File: src/design/isa_pkg.sv
`default_nettype none

package isa_pkg;

    localparam int DATA_W     = 16;   // register and instruction width
    localparam int PC_W       = 32;
    localparam int REG_ADDR_W = 3;    // eight registers
    localparam int SHAMT_W    = 4;
    localparam int OPCODE_W   = 5;

    // field positions, lsb of each field
    localparam int OPC_LSB   = 11;    // opcode in 15..11
    localparam int DST_LSB   = 8;     // dst in 10..8
    localparam int SRC_LSB   = 5;     // src in 7..5
    localparam int SHAMT_LSB = 0;     // shift amount in 3..0

    // codes not listed here decode as a nop
    typedef enum logic [OPCODE_W-1:0] {
        OP_NOP  = 5'd0,
        OP_MOV  = 5'd1,
        OP_ADD  = 5'd2,
        OP_SUB  = 5'd3,
        OP_AND  = 5'd4,
        OP_OR   = 5'd5,
        OP_NOT  = 5'd6,
        OP_INC  = 5'd7,
        OP_SHL  = 5'd8,
        OP_SHR  = 5'd9,
        OP_LDM  = 5'd10,
        OP_LDD  = 5'd11,
        OP_STD  = 5'd12,
        OP_PUSH = 5'd13,
        OP_POP  = 5'd14,
        OP_OUT  = 5'd15,
        OP_IN   = 5'd16,
        OP_JZ   = 5'd17,
        OP_JMP  = 5'd18,
        OP_CALL = 5'd19,
        OP_RET  = 5'd20,
        OP_SETC = 5'd21,
        OP_CLRC = 5'd22
    } opcode_e;

    typedef enum logic [3:0] {
        ALU_PASS = 4'd0,   // mov and everything non-arithmetic
        ALU_ADD  = 4'd1,
        ALU_SUB  = 4'd2,
        ALU_AND  = 4'd3,
        ALU_OR   = 4'd4,
        ALU_NOT  = 4'd5,
        ALU_INC  = 4'd6,
        ALU_SHL  = 4'd7,
        ALU_SHR  = 4'd8
    } alu_op_e;

endpackage

`default_nettype wire

File: src/design/ctrl_pkg.sv
`default_nettype none

package ctrl_pkg;

    typedef enum logic [1:0] {
        WB_ALU    = 2'd0,
        WB_MEM    = 2'd1,
        WB_INPORT = 2'd2,
        WB_IMM    = 2'd3
    } wb_sel_e;

    typedef enum logic [1:0] {
        MSRC_REG   = 2'd0,
        MSRC_PC    = 2'd1,
        MSRC_FLAGS = 2'd2
    } mem_src_e;

    typedef enum logic [1:0] {
        MADDR_REG    = 2'd0,
        MADDR_SP     = 2'd1,
        MADDR_VECTOR = 2'd2   // interrupt vector slot
    } mem_addr_e;

    typedef enum logic [1:0] {
        CARRY_KEEP  = 2'd0,
        CARRY_SET   = 2'd1,
        CARRY_CLEAR = 2'd2
    } carry_e;

    // jump kinds, zero means no jump
    localparam int          JSEL_W    = 3;
    localparam logic [2:0]  JSEL_JZ   = 3'd1;
    localparam logic [2:0]  JSEL_JMP  = 3'd2;
    localparam logic [2:0]  JSEL_CALL = 3'd3;
    localparam logic [2:0]  JSEL_RET  = 3'd4;

    // all zero is a bubble
    typedef struct packed {
        logic                           reg_write;
        logic                           mem_read;
        logic                           mem_write;
        logic                           mem_pop;
        logic                           mem_push;
        logic                           flag_reg_select;
        logic                           pc_choose_memory;
        logic                           clear_instruction;
        logic [JSEL_W-1:0]              jump_sel;
        logic [isa_pkg::REG_ADDR_W-1:0] src;
        logic [isa_pkg::REG_ADDR_W-1:0] dst;
        mem_src_e                       mem_src;
        isa_pkg::alu_op_e               alu_op;
        wb_sel_e                        wb_sel;
        mem_addr_e                      mem_addr;
        carry_e                         carry_sel;
        logic                           alu_srcsel;
        logic                           outport_enable;
        logic                           inport_sel;
        logic                           flagreg_enable;
    } ctrl_word_t;

    typedef struct packed {
        logic [isa_pkg::DATA_W-1:0]     rdata1;        // dst register
        logic [isa_pkg::DATA_W-1:0]     rdata2;        // src register
        logic [isa_pkg::PC_W-1:0]       pc_plus_one;
        logic [isa_pkg::REG_ADDR_W-1:0] wb_addr;
        logic [isa_pkg::SHAMT_W-1:0]    shamt;
    } dec_data_t;

endpackage

`default_nettype wire

File: src/design/pipe_reg.sv
`timescale 1ns/1ps
`default_nettype none

module pipe_reg #(
    parameter type payload_t = logic
) (
    input  logic     clk,
    input  logic     reset,
    input  logic     clear,
    input  payload_t d,
    output payload_t q
);

    // loads every cycle, there is no stall
    always_ff @(posedge clk) begin
        if (reset || clear) begin
            q <= payload_t'('0);
        end else begin
            q <= d;
        end
    end

    // a flushed slot reaches execute as a bubble
    clear_gives_bubble: assert property (
        @(posedge clk) disable iff (reset)
        clear |=> (q == payload_t'('0))
    ) else $error("pipe_reg: payload not zero after clear");

endmodule

`default_nettype wire

File: src/design/control_unit.sv
`timescale 1ns/1ps
`default_nettype none

module control_unit (
    input  logic                       clk,
    input  logic                       reset,
    input  logic                       interrupt_signal,
    input  logic [isa_pkg::DATA_W-1:0] instruction,
    output ctrl_pkg::ctrl_word_t       ctrl_next
);
    import isa_pkg::*;
    import ctrl_pkg::*;

    typedef enum logic [1:0] {
        IDLE       = 2'd0,
        INT_PUSH   = 2'd1,
        INT_VECTOR = 2'd2
    } int_state_e;

    int_state_e            state;
    int_state_e            state_next;
    opcode_e               opcode;
    logic [REG_ADDR_W-1:0] src;
    logic [REG_ADDR_W-1:0] dst;
    ctrl_word_t            table_word;

    function automatic alu_op_e alu_op_of(input opcode_e op);
        case (op)
            OP_ADD:  return ALU_ADD;
            OP_SUB:  return ALU_SUB;
            OP_AND:  return ALU_AND;
            OP_OR:   return ALU_OR;
            OP_NOT:  return ALU_NOT;
            OP_INC:  return ALU_INC;
            OP_SHL:  return ALU_SHL;
            OP_SHR:  return ALU_SHR;
            default: return ALU_PASS;
        endcase
    endfunction

    assign opcode = opcode_e'(instruction[OPC_LSB +: OPCODE_W]);
    assign src    = instruction[SRC_LSB +: REG_ADDR_W];
    assign dst    = instruction[DST_LSB +: REG_ADDR_W];

    // interrupt entry, two fixed cycles
    always_ff @(posedge clk) begin
        if (reset) begin
            state <= IDLE;
        end else begin
            state <= state_next;
        end
    end

    always_comb begin
        case (state)
            IDLE:       state_next = interrupt_signal ? INT_PUSH : IDLE;
            INT_PUSH:   state_next = INT_VECTOR;
            default:    state_next = IDLE;
        endcase
    end

    always_comb begin : decode_table
        table_word        = '0;
        table_word.src    = src;   // register numbers pass for every opcode
        table_word.dst    = dst;
        table_word.alu_op = alu_op_of(opcode);
        case (opcode)
            OP_MOV: begin
                table_word.reg_write = 1'b1;
            end
            OP_ADD, OP_SUB, OP_AND, OP_OR, OP_NOT, OP_INC: begin
                table_word.reg_write      = 1'b1;
                table_word.flagreg_enable = 1'b1;
            end
            OP_SHL, OP_SHR: begin
                table_word.reg_write      = 1'b1;
                table_word.flagreg_enable = 1'b1;
                table_word.alu_srcsel     = 1'b1;   // shamt as second operand
            end
            OP_LDM: begin
                table_word.reg_write = 1'b1;
                table_word.wb_sel    = WB_IMM;
            end
            OP_LDD: begin
                table_word.reg_write = 1'b1;
                table_word.mem_read  = 1'b1;
                table_word.wb_sel    = WB_MEM;
            end
            OP_STD: begin
                table_word.mem_write = 1'b1;
                table_word.mem_src   = MSRC_REG;
            end
            OP_PUSH: begin
                table_word.mem_write = 1'b1;
                table_word.mem_push  = 1'b1;
                table_word.mem_addr  = MADDR_SP;
            end
            OP_POP: begin
                table_word.reg_write = 1'b1;
                table_word.mem_read  = 1'b1;
                table_word.mem_pop   = 1'b1;
                table_word.mem_addr  = MADDR_SP;
                table_word.wb_sel    = WB_MEM;
            end
            OP_OUT: begin
                table_word.outport_enable = 1'b1;
            end
            OP_IN: begin
                table_word.reg_write  = 1'b1;
                table_word.inport_sel = 1'b1;
                table_word.wb_sel     = WB_INPORT;
            end
            OP_JZ: begin
                table_word.jump_sel = JSEL_JZ;
            end
            OP_JMP: begin
                table_word.jump_sel = JSEL_JMP;
            end
            OP_CALL: begin
                table_word.jump_sel  = JSEL_CALL;
                table_word.mem_write = 1'b1;
                table_word.mem_push  = 1'b1;
                table_word.mem_src   = MSRC_PC;   // return address
                table_word.mem_addr  = MADDR_SP;
            end
            OP_RET: begin
                table_word.jump_sel         = JSEL_RET;
                table_word.mem_read         = 1'b1;
                table_word.mem_pop          = 1'b1;
                table_word.mem_addr         = MADDR_SP;
                table_word.pc_choose_memory = 1'b1;
            end
            OP_SETC: begin
                table_word.carry_sel       = CARRY_SET;
                table_word.flag_reg_select = 1'b1;
                table_word.flagreg_enable  = 1'b1;
            end
            OP_CLRC: begin
                table_word.carry_sel       = CARRY_CLEAR;
                table_word.flag_reg_select = 1'b1;
                table_word.flagreg_enable  = 1'b1;
            end
            default: begin
                // nop and undefined codes keep the bubble
            end
        endcase
    end

    // the sequence replaces whatever instruction sits in decode
    always_comb begin : interrupt_override
        ctrl_next = table_word;
        case (state)
            INT_PUSH: begin
                ctrl_next                   = '0;
                ctrl_next.src               = src;
                ctrl_next.dst               = dst;
                ctrl_next.mem_write         = 1'b1;
                ctrl_next.mem_push          = 1'b1;
                ctrl_next.mem_src           = MSRC_PC;
                ctrl_next.mem_addr          = MADDR_SP;
                ctrl_next.clear_instruction = 1'b1;
            end
            INT_VECTOR: begin
                ctrl_next                   = '0;
                ctrl_next.src               = src;
                ctrl_next.dst               = dst;
                ctrl_next.mem_read          = 1'b1;
                ctrl_next.mem_addr          = MADDR_VECTOR;
                ctrl_next.pc_choose_memory  = 1'b1;   // pc from vector word
                ctrl_next.clear_instruction = 1'b1;
            end
            default: begin
            end
        endcase
    end

    no_mem_clash: assert property (
        @(posedge clk) disable iff (reset)
        !(ctrl_next.mem_read && ctrl_next.mem_write)
    ) else $error("control_unit: mem_read and mem_write both set");

    int_seq_length: assert property (
        @(posedge clk) disable iff (reset)
        $rose(state != IDLE) |-> ##2 (state == IDLE)
    ) else $error("control_unit: interrupt sequence not two cycles");

endmodule

`default_nettype wire

File: src/design/reg_file.sv
`timescale 1ns/1ps
`default_nettype none

module reg_file #(
    parameter int WIDTH = 16
) (
    input  logic                           clk,
    input  logic                           reset,
    input  logic                           write,
    input  logic [isa_pkg::REG_ADDR_W-1:0] write_addr,
    input  logic [isa_pkg::REG_ADDR_W-1:0] read_addr1,
    input  logic [isa_pkg::REG_ADDR_W-1:0] read_addr2,
    input  logic [WIDTH-1:0]               write_data,
    output logic [WIDTH-1:0]               read_data1,
    output logic [WIDTH-1:0]               read_data2
);
    import isa_pkg::*;

    localparam int N_REGS = 2 ** REG_ADDR_W;

    logic [WIDTH-1:0] regs [N_REGS];

    always_ff @(posedge clk) begin
        if (reset) begin
            for (int i = 0; i < N_REGS; i++) begin
                regs[i] <= '0;
            end
        end else if (write) begin
            regs[write_addr] <= write_data;
        end
    end

    // no bypass path
    // same-edge read returns the old contents
    assign read_data1 = regs[read_addr1];
    assign read_data2 = regs[read_addr2];

    write_addr_known: assert property (
        @(posedge clk) disable iff (reset)
        write |-> !$isunknown(write_addr)
    ) else $error("reg_file: write strobe with unknown address");

endmodule

`default_nettype wire

File: src/design/decode_stage.sv
`timescale 1ns/1ps
`default_nettype none

module decode_stage (
    input  logic                           clk,
    input  logic                           reset,
    input  logic                           flush,
    input  logic                           interrupt_signal,
    input  logic [isa_pkg::DATA_W-1:0]     instruction,
    input  logic [isa_pkg::PC_W-1:0]       pc_plus_one,
    input  logic                           wb_write,
    input  logic [isa_pkg::REG_ADDR_W-1:0] wb_addr,
    input  logic [isa_pkg::DATA_W-1:0]     wb_data,
    output ctrl_pkg::ctrl_word_t           ctrl,
    output ctrl_pkg::dec_data_t            data,
    output logic [isa_pkg::REG_ADDR_W-1:0] src_fetch,
    output logic [isa_pkg::REG_ADDR_W-1:0] dst_fetch
);
    import isa_pkg::*;
    import ctrl_pkg::*;

    logic [REG_ADDR_W-1:0] dst_field;
    logic [REG_ADDR_W-1:0] src_field;
    logic [SHAMT_W-1:0]    shamt_field;
    logic [DATA_W-1:0]     rdata1;
    logic [DATA_W-1:0]     rdata2;
    ctrl_word_t            ctrl_next;
    dec_data_t             data_next;

    assign dst_field   = instruction[DST_LSB +: REG_ADDR_W];
    assign src_field   = instruction[SRC_LSB +: REG_ADDR_W];
    assign shamt_field = instruction[SHAMT_LSB +: SHAMT_W];

    control_unit u_control (
        .clk              (clk),
        .reset            (reset),
        .interrupt_signal (interrupt_signal),
        .instruction      (instruction),
        .ctrl_next        (ctrl_next)
    );

    // port 1 on dst, port 2 on src
    reg_file #(
        .WIDTH (DATA_W)
    ) u_regs (
        .clk        (clk),
        .reset      (reset),
        .write      (wb_write),
        .write_addr (wb_addr),
        .read_addr1 (dst_field),
        .read_addr2 (src_field),
        .write_data (wb_data),
        .read_data1 (rdata1),
        .read_data2 (rdata2)
    );

    assign data_next = '{
        rdata1:      rdata1,
        rdata2:      rdata2,
        pc_plus_one: pc_plus_one,
        wb_addr:     dst_field,   // result goes back to dst
        shamt:       shamt_field
    };

    // unregistered, for hazard detection in fetch
    assign src_fetch = ctrl_next.src;
    assign dst_fetch = ctrl_next.dst;

    pipe_reg #(
        .payload_t (ctrl_word_t)
    ) u_ctrl_reg (
        .clk   (clk),
        .reset (reset),
        .clear (flush),
        .d     (ctrl_next),
        .q     (ctrl)
    );

    pipe_reg #(
        .payload_t (dec_data_t)
    ) u_data_reg (
        .clk   (clk),
        .reset (reset),
        .clear (flush),
        .d     (data_next),
        .q     (data)
    );

endmodule

`default_nettype wire

File: config.mk
export PLATFORM = sky130hd
export DESIGN_NAME = decode_stage
export DESIGN_NICKNAME = d
export VERILOG_FILES = /design/src/design/isa_pkg.sv /design/src/design/ctrl_pkg.sv /design/src/design/pipe_reg.sv /design/src/design/control_unit.sv /design/src/design/reg_file.sv /design/src/design/decode_stage.sv
export SDC_FILE = /design/constraint.sdc
export NUM_CORES = 1
export LEC_CHECK = 0
export BUFFER_PORTS_ARGS = -buffer_cell sky130_fd_sc_hd__clkbuf_2
export CAP_MARGIN = 20
export CORE_UTILIZATION = 61
export DETAILED_ROUTE_END_ITERATION = 10
export GPL_TIMING_DRIVEN = 0
export HOLD_SLACK_MARGIN = 0.06
export PLACE_DENSITY = 0.89
export SYNTH_ARGS = -nofsm -noshare
export SYNTH_HDL_FRONTEND = slang
export SYNTH_HIERARCHICAL = 1
export SYNTH_SLANG_ARGS = --single-unit
File: constraint.sdc
create_clock -name clk -period 5.1 [get_ports clk]
set_input_delay 1.02 -clock clk [delete_from_list [all_inputs] [get_ports clk]]
set_output_delay 1.02 -clock clk [all_outputs]
set_load 0.02 [all_outputs]
==> results.json, run 1 <==
{
  "outcome": "finished clean",
  "antenna_found_initial": 0,
  "r2r-start": "u_control/state[0]$_SDFF_PP0_",
  "syn_inst": 755,
  "synth.top_cell.area_share_pct": 34.3,
  "grt_max_degree": 17,
  "hold_viol": 0,
  "vias": 7533,
  "worst_setup_path_end_kind": "flop",
  "tns_ns": 0,
  "gp_congestion": 0.888,
  "dr.pass1.iters": 5,
  "fin_crit_ns": 2.98,
  "cts.sink_count": 234,
  "grt_usage_pct": 28.5,
  "seq_area_sq_um": 5970,
  "hp-start": "u_control/state[0]$_SDFF_PP0_",
  "required_ns": 5.24,
  "r2r_end": "u_ctrl_reg/q[6]$_SDFF_PP0_",
  "clk_path_buf_depth": 3,
  "dpl_cell_area_sq_um": 12400,
  "netlist_area_sq_um": 11200,
  "worst_pin_slew_ns": 0.993,
  "hpwl_mm": 18.5,
  "core_sq_um": 18000,
  "drt_iter0_markers": 847,
  "synth_edf_count": 128,
  "area_growth_pct": 17.5,
  "drc": 0,
  "synth-async-reset-ratio_pct": 0,
  "top_level_ports": 182,
  "ir_drop_v": 0.000267,
  "antenna_left": 0,
  "critPathMaxFanout": 16,
  "h-tree-depth": 1,
  "top_usage_layer": "met2",
  "cts_tree": "done",
  "ys_seq_area_share_pct": 53.3,
  "fp-row-count": 49,
  "rrSetupSlack_ns": 3.30,
  "drive_above_1_share_pct": 42.9,
  "multi_input_area_sq_um": 4550,
  "ys_ff_latch": 234,
  "die_h_microns": 137,
  "synth_area_leaders": "edfxtp_1 (34%), dfxtp_1 (19%), mux4_1 (13%), nor3b_2 (11%), nor3_1 (5.9%)",
  "cts_root_buf": "clkbuf_16",
  "p_per_area_nw_per_um2": 332,
  "hp-class": "reg -> reg",
  "drv_cap": 0,
  "ys_types": 47,
  "io_buffers": 177,
  "max_freq_mhz": 336,
  "maxSlewViolCount": 0,
  "fin_crit_sh_pct": 58.4,
  "insertion_delay_ns": 0.52,
  "post-route-util_pct": 73.2,
  "routed_wirelength_mm": 26.7,
  "worstRegToRegCells": 8,
  "start_util_pct": 62.3,
  "fin_cells": 1205,
  "crit_type": "in -> reg",
  "synth_top_area_cell": "edfxtp_1",
  "max-slew-margin-rel_pct": 33.7,
  "post_cts_resized": 0,
  "syn_nets": 835,
  "final_area_sq_um": 13200,
  "final.fill_count": 1101,
  "hold_depth": 2,
  "startpoint_type": "primary input",
  "fin_skew_ns": 0.00900,
  "nets": 1039,
  "grt_pass1_wl_mm": 39.9,
  "grt-ovfl-total": 0,
  "clkTransAtPathRegs_ns": 0.06,
  "synth_ff_type": "edfxtp_1",
  "grt_use_met1_pct": 37.5,
  "gr-usage-met2_pct": 46.1,
  "grtUsageMet3_pct": 5.89,
  "syn_area_per_cell_sq_um": 14.8,
  "placed_cells": 1162,
  "min_to": "u_control/state[1]$_SDFF_PP0_",
  "arrival_ns": 3.12,
  "setup_viol": 0,
  "rsz0062_at_grt": "false",
  "synth_most_common_cell": "nor3_1",
  "p_leak_nw": 5.02,
  "wire_per_inst_microns": 22.2,
  "yosys_warnings": 6,
  "fin_hold_ws_ns": 0.673,
  "viasPerCell": 6.25,
  "cts_buffers": 24,
  "synth_common_cells": "nor3_1 (131), edfxtp_1 (128), dfxtp_1 (106)",
  "die_w_microns": 137,
  "first_global_vias": 7261,
  "cts_hold_buffers": 0,
  "post_cts_buffers": 0,
  "die-area_sq_um": 18900
}
-- worst max path at each step --
| stage | endpoint | depth (start not counted) | slack [ns] | from |
|---|---|---|---|---|
| 2_1_floorplan | u_regs/regs[0][0]$_SDFFCE_PN0P_ | 5 | 2.08 | wb_addr[0] |
| 3_3_place_gp | u_regs/regs[4][1]$_SDFFCE_PN0P_ | 6 | 1.15 | reset |
| 3_5_place_dp | u_regs/regs[0][15]$_SDFFCE_PN0P_ | 6 | 1.63 | reset |
| 4_1_cts | u_regs/regs[0][12]$_SDFFCE_PN0P_ | 6 | 2.15 | reset |
| 5_1_grt | u_regs/regs[0][9]$_SDFFCE_PN0P_ | 6 | 2.02 | reset |
| 6_report | u_regs/regs[0][14]$_SDFFCE_PN0P_ | 6 | 2.12 | reset |
-- sequential cells by signal (all words and copies together) (netlist names) --
signal           count
u_ctrl_reg/q        33
u_control/state      2
u_regs/regs        128
u_data_reg/q        71
-- worst max-delay path, cell delays in order --
cell and delay, ns:
clkbuf_2 0.24, or3b_1 0.40, clkbuf_1 0.22, buf_2 0.27, buf_6 0.19, o21bai_2 0.76
-- power breakdown --
group	total, mW	switching, mW	internal (mW)
registers	2.13	0.0439	2.09
clock network	1.66	0.693	0.972
logic	0.565	0.313	0.253
total	4.36	1.05	3.31
-- metrics by stage --
| step | power [mW] | setup slack, ns |
|---|---|---|
| 6_report | 4.36 | 2.12 |
| 3_5_place_dp | 2.72 | 1.63 |
| 3_3_place_gp | 2.69 | 1.15 |
| 2_1_floorplan | 2.54 | 2.08 |
| 4_1_cts | 4.37 | 2.15 |
| 5_1_grt | 4.49 | 2.02 |
-- cells in the final DEF (no fill, tap or decap), drive strengths merged --
cell / instances
conb: 1
nand2: 13
a21o: 2
o21ai: 7
bufinv: 1
o21bai: 8
mux2: 32
nor3b: 107
nor4: 1
nand2b: 7
a211oi: 1
nor2b: 1
clkinv: 25
and2: 5
buf: 58
or3b: 2
nand3b: 3
mux4: 64
nor2: 4
mux2i: 1
a21boi: 3
diode: 1
edfxtp: 128
or2: 1
nand3: 3
and3: 1
o21a: 2
inv: 8
ha: 8
o31ai: 1
clkbuf: 236
a21oi: 4
nor3: 131
dfxtp: 106
-- cell type report --
type / count / share of cell area [%]
multi-input combinational: 413 / 34.6
sequential: 234 / 45.3
clock inverter: 10 / 0.561
tap: 229 / 2.18
antenna: 1 / 0.0190
timing repair buffer: 178 / 6.82
clock buffer: 32 / 5.12
buffer: 84 / 4.72
inverter: 24 / 0.685
-- logic make-up (layout without fill, tap and decap cells) --
kind of cell,count (synthesis),in the layout,synth area share [%]
simple gates,279,279,19.7
compound gates,28,28,1.70
mux,97,97,18.1
flops,234,234,53.3
fa+ha+maj,8,8,0.894
other cells,1,2,0.0335
buf+inv,108,328,6.35
-- metal layers --
layer,up-vias,routed length [microns],part of all wire [%]
met3,89,3020,11
met1,3609,10000,38
met4,0,909,3.4
met2,531,12700,48
li1,3304,-,-
met5,-,0,0
Power figures use the tool's default switching activity.
==> inputs of run 2 (changes only) <==
--- a/config.mk
+++ b/config.mk
@@ -7,11 +7,11 @@
 export LEC_CHECK = 0
 export BUFFER_PORTS_ARGS = -buffer_cell sky130_fd_sc_hd__clkbuf_2
 export CAP_MARGIN = 20
-export CORE_UTILIZATION = 61
+export CORE_UTILIZATION = 57
 export DETAILED_ROUTE_END_ITERATION = 10
 export GPL_TIMING_DRIVEN = 0
 export HOLD_SLACK_MARGIN = 0.06
-export PLACE_DENSITY = 0.89
+export PLACE_DENSITY = 0.84
 export SYNTH_ARGS = -nofsm -noshare
 export SYNTH_HDL_FRONTEND = slang
 export SYNTH_HIERARCHICAL = 1
==> constraint.sdc (replaced) <==
create_clock -name clk -period 2.84 [get_ports clk]
set_input_delay 0.568 -clock clk [delete_from_list [all_inputs] [get_ports clk]]
set_output_delay 0.568 -clock clk [all_outputs]
set_load 0.02 [all_outputs]
==> run 2 against run 1 <==
Effect of this change: total power rose by 82%; global-route usage fell by 2.1 points; first-iteration DRC count fell by 23%; die area rose by 6.9%; clock power rose by 87%; routed wire length fell by 0.36%; register-to-register slack got worse by 2.3 ns; via count fell by 1.8%; cell area rose by 0.55%.
==> results.json, run 2 (synthesis gave the netlist of run 1 again) <==
{
  "required_ns": 2.97,
  "hp-start": "interrupt_signal",
  "fin_crit_ns": 2.65,
  "power_mw": 7.95,
  "drc": 0,
  "fin_skew_ns": 0.00802,
  "die_h_microns": 142,
  "hold_viol": 0,
  "largest_reg_flops": 128,
  "placed_cells": 1192,
  "grt-ovfl-total": 0,
  "dr.pass1.iters": 6,
  "rrSetupSlack_ns": 0.97,
  "clkPwrFrac_pct": 39.1,
  "io_buffers": 177,
  "nets": 1039,
  "crit_chain": "clkbuf_2, or3b_1, clkbuf_1, buf_2, buf_6, o21bai_2",
  "hold_depth": 3,
  "final.fill_count": 1262,
  "insertion_delay_ns": 0.52,
  "first_global_vias": 7342,
  "worstRegToRegCells": 8,
  "fin_crit_sh_pct": 93.3,
  "grt_usage_pct": 26.4,
  "start_util_pct": 59.1,
  "p_int_mw": 6.05,
  "fp-row-count": 50,
  "setup_viol": 0,
  "swShare_pct": 23.9,
  "antenna_found_initial": 2,
  "top_level_ports": 182,
  "cts_root_buf": "clkbuf_16",
  "rsz0062_at_grt": "false",
  "arrival_ns": 2.78,
  "tns_ns": 0,
  "max_freq_mhz": 377,
  "critPathCapture": "u_regs/regs[6][6]$_SDFFCE_PN0P_",
  "cts_hold_buffers": 0,
  "drt_iter0_markers": 650,
  "post_cts_resized": 0,
  "critPathSlowestCell": "o21bai_2",
  "mostFrequentLayoutCells": "clkbuf_2 (181), nor3_1 (131), edfxtp_1 (128), dfxtp_1 (106), nor3b_2 (100)",
  "cts_tree": "done",
  "routed_wirelength_mm": 26.6,
  "critPathMaxFanout": 16,
  "layout_commonest_cell": "clkbuf_2",
  "p_per_area_nw_per_um2": 601,
  "power.switching_mw": 1.90,
  "r2r-start": "u_control/state[0]$_SDFF_PP0_",
  "grt_max_degree": 17,
  "max-slew-margin-rel_pct": 24.5,
  "antenna_left": 0,
  "die_w_microns": 142,
  "viasPerCell": 5.98,
  "r2r_end": "u_ctrl_reg/q[6]$_SDFF_PP0_",
  "gp_congestion": 0.869,
  "die-area_sq_um": 20200,
  "ir_drop_v": 0.000428,
  "p_leak_nw": 5.04,
  "pre_cts_slack_ns": -0.213,
  "hpwl_mm": 18.3,
  "core_sq_um": 19000,
  "p_seq_share_pct": 48.1,
  "cts.sink_count": 234,
  "clk_path_buf_depth": 3,
  "fin_cells": 1237,
  "post_cts_buffers": 0,
  "vias": 7396,
  "wire_per_inst_microns": 21.5,
  "reg_top3": "u_regs/regs: 128 flops, u_data_reg/q: 71 flops, u_ctrl_reg/q: 33 flops",
  "pwr-share-comb_pct": 12.8,
  "cts_buffers": 25,
  "drv_cap": 0,
  "drive_above_1_share_pct": 43.0,
  "diodes": 0,
  "crit_type": "in -> reg",
  "startpoint_type": "primary input",
  "area_growth_pct": 18.1,
  "cp-startpoint": "reset",
  "worst_pin_slew_ns": 1.13,
  "critical_path.max_stage_delay_ns": 0.89,
  "hp-class": "in -> reg",
  "top_register": "u_regs/regs",
  "worst_setup_path_end_kind": "flop",
  "setup_ws_ns": 0.191,
  "h-tree-depth": 1,
  "outcome": "finished clean",
  "grt_pass1_wl_mm": 40.1,
  "clkTransAtPathRegs_ns": 0.06,
  "maxSlewViolCount": 0
}
==> run 2: cell count changes in the layout (fill, tap and decap cells not counted), sizes merged <==
cell    change
buf         -1
clkbuf      +4
clkinv      -3
diode       -1
inv         +2
==> run 2: power groups by stage <==
stage	Sequential, mW	Combinational [mW]	Clock [mW]
floorplan	3.94	0.615	0
global placement	3.87	0.974	0
detailed placement	3.89	0.993	0
CTS	3.82	1.01	3.16
global route	3.84	1.07	3.28
finish	3.82	1.02	3.11
==> run 2: routing by layer <==
layer	up-vias	routed length (microns)	GRT usage [%]	share of wire [%]
met3	74	2830	5.96	11
met5	-	13	0	0.049
li1	3300	-	-	-
met4	2	763	9.45	2.9
met1	3527	10100	33.6	38
met2	493	12900	44.3	49
==> run 2: how the worst min path moves through the flow <==
stage	end	slack, ns
after floorplan	u_control/state[1]$_SDFF_PP0_	0.60
after global placement	u_control/state[1]$_SDFF_PP0_	0.63
after detailed placement	u_control/state[1]$_SDFF_PP0_	0.66
after CTS	u_control/state[0]$_SDFF_PP0_	0.24
after global routing	u_ctrl_reg/q[0]$_SDFF_PP0_	0.26
final	u_control/state[0]$_SDFF_PP0_	0.26
==> run 2: worst max-delay path, delay by kind of cell <==
kind            cells  cell delay [ns]
compound gates      1             0.89
buf+inv             4             0.90
simple gates        1             0.41
==> run 2: layout make-up <==
class,instances,area [sq um],area share (%)
buffer,84,621,4.69
clock buffer,36,719,5.44
clock inverter,9,71.3,0.539
inverter,24,90.1,0.681
multi-input combinational,413,4550,34.4
sequential,234,5970,45.1
tap,260,325,2.46
timing repair buffer,177,886,6.70
==> run 2: per-stage QoR <==
step | util (%) | hold slack [ns] | instance area, sq um
2_1_floorplan | - | 0.599 | 11200
3_3_place_gp | 65.5 | 0.635 | 12400
3_5_place_dp | 65.6 | 0.662 | 12400
4_1_cts | 69.8 | 0.240 | 13200
5_1_grt | 69.8 | 0.262 | 13200
6_report | 69.8 | 0.259 | 13200
==> inputs of run 3 (changes only) <==
--- a/config.mk
+++ b/config.mk
@@ -7,6 +7,7 @@
 export LEC_CHECK = 0
 export BUFFER_PORTS_ARGS = -buffer_cell sky130_fd_sc_hd__clkbuf_2
 export CAP_MARGIN = 20
+export CORE_ASPECT_RATIO = 2
 export CORE_UTILIZATION = 57
 export DETAILED_ROUTE_END_ITERATION = 10
 export GPL_TIMING_DRIVEN = 0
==> run 3 against run 2 <==
Effect of this change: total power decreased by 2.8%; clock power decreased by 7.1%; setup slack improved by 0.16 ns; routed wire length increased by 2.8%; sequential cell count unchanged; clock skew about the same; global-route usage increased by 1.2 points; first-iteration DRC count decreased by 27%; clock-buffer cell count decreased by 6; maximum frequency increased by 6.5%; core utilization decreased by 1.6 points; critical path type unchanged; largest cell class unchanged; highest routed layer is now met4.
==> results.json, run 3 (synthesis gave the netlist of run 1 again) <==
{
  "min_to": "u_control/state[0]$_SDFF_PP0_",
  "fin_crit_ns": 2.49,
  "outcome": "finished clean",
  "drv_cap": 0,
  "max_freq_mhz": 402,
  "worstRegToRegCells": 8,
  "top_layer_used": "met4",
  "worst_setup_path_end_kind": "flop",
  "r2r-start": "u_control/state[0]$_SDFF_PP0_",
  "arrival_ns": 2.61,
  "cts_hold_buffers": 0,
  "rsz0062_at_grt": "false",
  "die_h_microns": 200,
  "reg_top3": "u_regs/regs: 128 flops, u_data_reg/q: 71 flops, u_ctrl_reg/q: 33 flops",
  "ir_drop_v": 0.000354,
  "maxSlewViolCount": 0,
  "setup_viol": 0,
  "start_util_pct": 58.1,
  "viasPerCell": 5.98,
  "core_sq_um": 19300,
  "cts_root_buf": "clkbuf_16",
  "hp-start": "interrupt_signal",
  "antenna_found_initial": 0,
  "area_growth_pct": 17.4,
  "drive_above_1_share_pct": 43.1,
  "cts_buffers": 20,
  "clkTransAtPathRegs_ns": 0.06,
  "wl_met1_mm": 8.20,
  "first_global_vias": 7876,
  "grt_usage_pct": 27.6,
  "required_ns": 2.96,
  "dr.pass1.iters": 6,
  "fp-row-count": 72,
  "h-tree-depth": 1,
  "final_area_sq_um": 13100,
  "gp_congestion": 0.872,
  "drc": 0,
  "grt_max_degree": 17,
  "dpl_cell_area_sq_um": 12400,
  "p_per_area_nw_per_um2": 587,
  "power_mw": 7.72,
  "mostFrequentLayoutCells": "clkbuf_2 (179), nor3_1 (131), edfxtp_1 (128), dfxtp_1 (106), nor3b_2 (100)",
  "largest_reg_flops": 128,
  "cts.sink_count": 234,
  "dr_wl_met3_mm": 1.34,
  "io_buffers": 177,
  "crit_type": "in -> reg",
  "critPathMaxFanout": 16,
  "grt_pass1_wl_mm": 41.7,
  "wl_met2_mm": 15.7,
  "die_w_microns": 101,
  "clk_path_buf_depth": 3,
  "p_leak_nw": 5.01,
  "grt-ovfl-total": 0,
  "vias": 7342,
  "post_cts_resized": 0,
  "max-slew-margin-rel_pct": 31.2,
  "fin_crit_sh_pct": 87.6,
  "layout_commonest_cell": "clkbuf_2",
  "routed_wirelength_mm": 27.3,
  "top_register": "u_regs/regs",
  "wire_per_inst_microns": 22.3,
  "drt_iter0_markers": 472,
  "hold_viol": 0,
  "cts_tree": "done",
  "worst_pin_slew_ns": 1.03,
  "startpoint_type": "primary input",
  "fin_skew_ns": 0.00771,
  "rrSetupSlack_ns": 0.93,
  "diodes": 0,
  "fin_cells": 1227,
  "nets": 1034,
  "r2r_end": "u_ctrl_reg/q[6]$_SDFF_PP0_",
  "antenna_left": 0,
  "hold_depth": 3,
  "hpwl_mm": 20.5,
  "top_level_ports": 182,
  "placed_cells": 1191,
  "hp-class": "in -> reg",
  "die-area_sq_um": 20200,
  "post_cts_buffers": 0,
  "insertion_delay_ns": 0.50
}
[run 3: changes by cell type in the layout (fill, tap and decap cells not counted)]
cell	change
bufinv_8	+1
clkbuf_2	-2
clkinv_2	+1
clkbuf_8	+1
clkinv_1	-4
inv_6	-1
clkbuf_1	-2
clkbuf_16	-3
[run 3: worst max-delay path by stage]
stage,from,endpoint,slack (ns),cells past startpoint
after floorplan,wb_addr[0],u_regs/regs[0][0]$_SDFFCE_PN0P_,0.27,5
after global placement,reset,u_regs/regs[6][10]$_SDFFCE_PN0P_,-0.64,6
after detailed placement,reset,u_regs/regs[2][10]$_SDFFCE_PN0P_,-0.15,6
after CTS,reset,u_regs/regs[2][5]$_SDFFCE_PN0P_,0.36,6
after global routing,reset,u_regs/regs[2][5]$_SDFFCE_PN0P_,0.27,6
final,reset,u_regs/regs[2][9]$_SDFFCE_PN0P_,0.35,6
[run 3: through the flow]
| step | hold WS [ns] | worst slack (ns) | util, % | setup TNS [ns] |
|---|---|---|---|---|
| floorplan | 0.599 | 0.269 | - | 0 |
| CTS | 0.276 | 0.365 | 68.2 | 0 |
| detailed placement | 0.650 | -0.155 | 64.5 | -8.05 |
| global placement | 0.636 | -0.638 | 64.4 | -64.23 |
| finish | 0.281 | 0.352 | 68.2 | 0 |
| global route | 0.286 | 0.270 | 68.2 | 0 |
[run 3: critical path, cell delays in order]
cell and delay (ns):
clkbuf_2 0.22, or3b_1 0.40, clkbuf_1 0.16, buf_2 0.23, buf_6 0.18, o21bai_2 0.82
[run 3: cell type report]
type                       count  area [sq um]
timing repair buffer         177           886
buffer                        84           621
clock inverter                 6          70.1
multi-input combinational    413          4550
tap                          259           324
sequential                   234          5970
clock buffer                  30           641
fill                        1383          6130
inverter                      24          90.1
[run 3: report_power, final]
group          internal, mW  switching (mW)  leakage (nW)
logic                 0.452           0.553          2.56
registers              3.75          0.0765          2.09
clock network          1.70            1.19         0.357
[run 3: metal layers]
metal / vias to the layer above / track usage [%]
li1: 3280 / -
met1: 3527 / 24.9
met2: 386 / 53.6
met3: 149 / 3.18
met4: 0 / 19.7
met5: - / 0
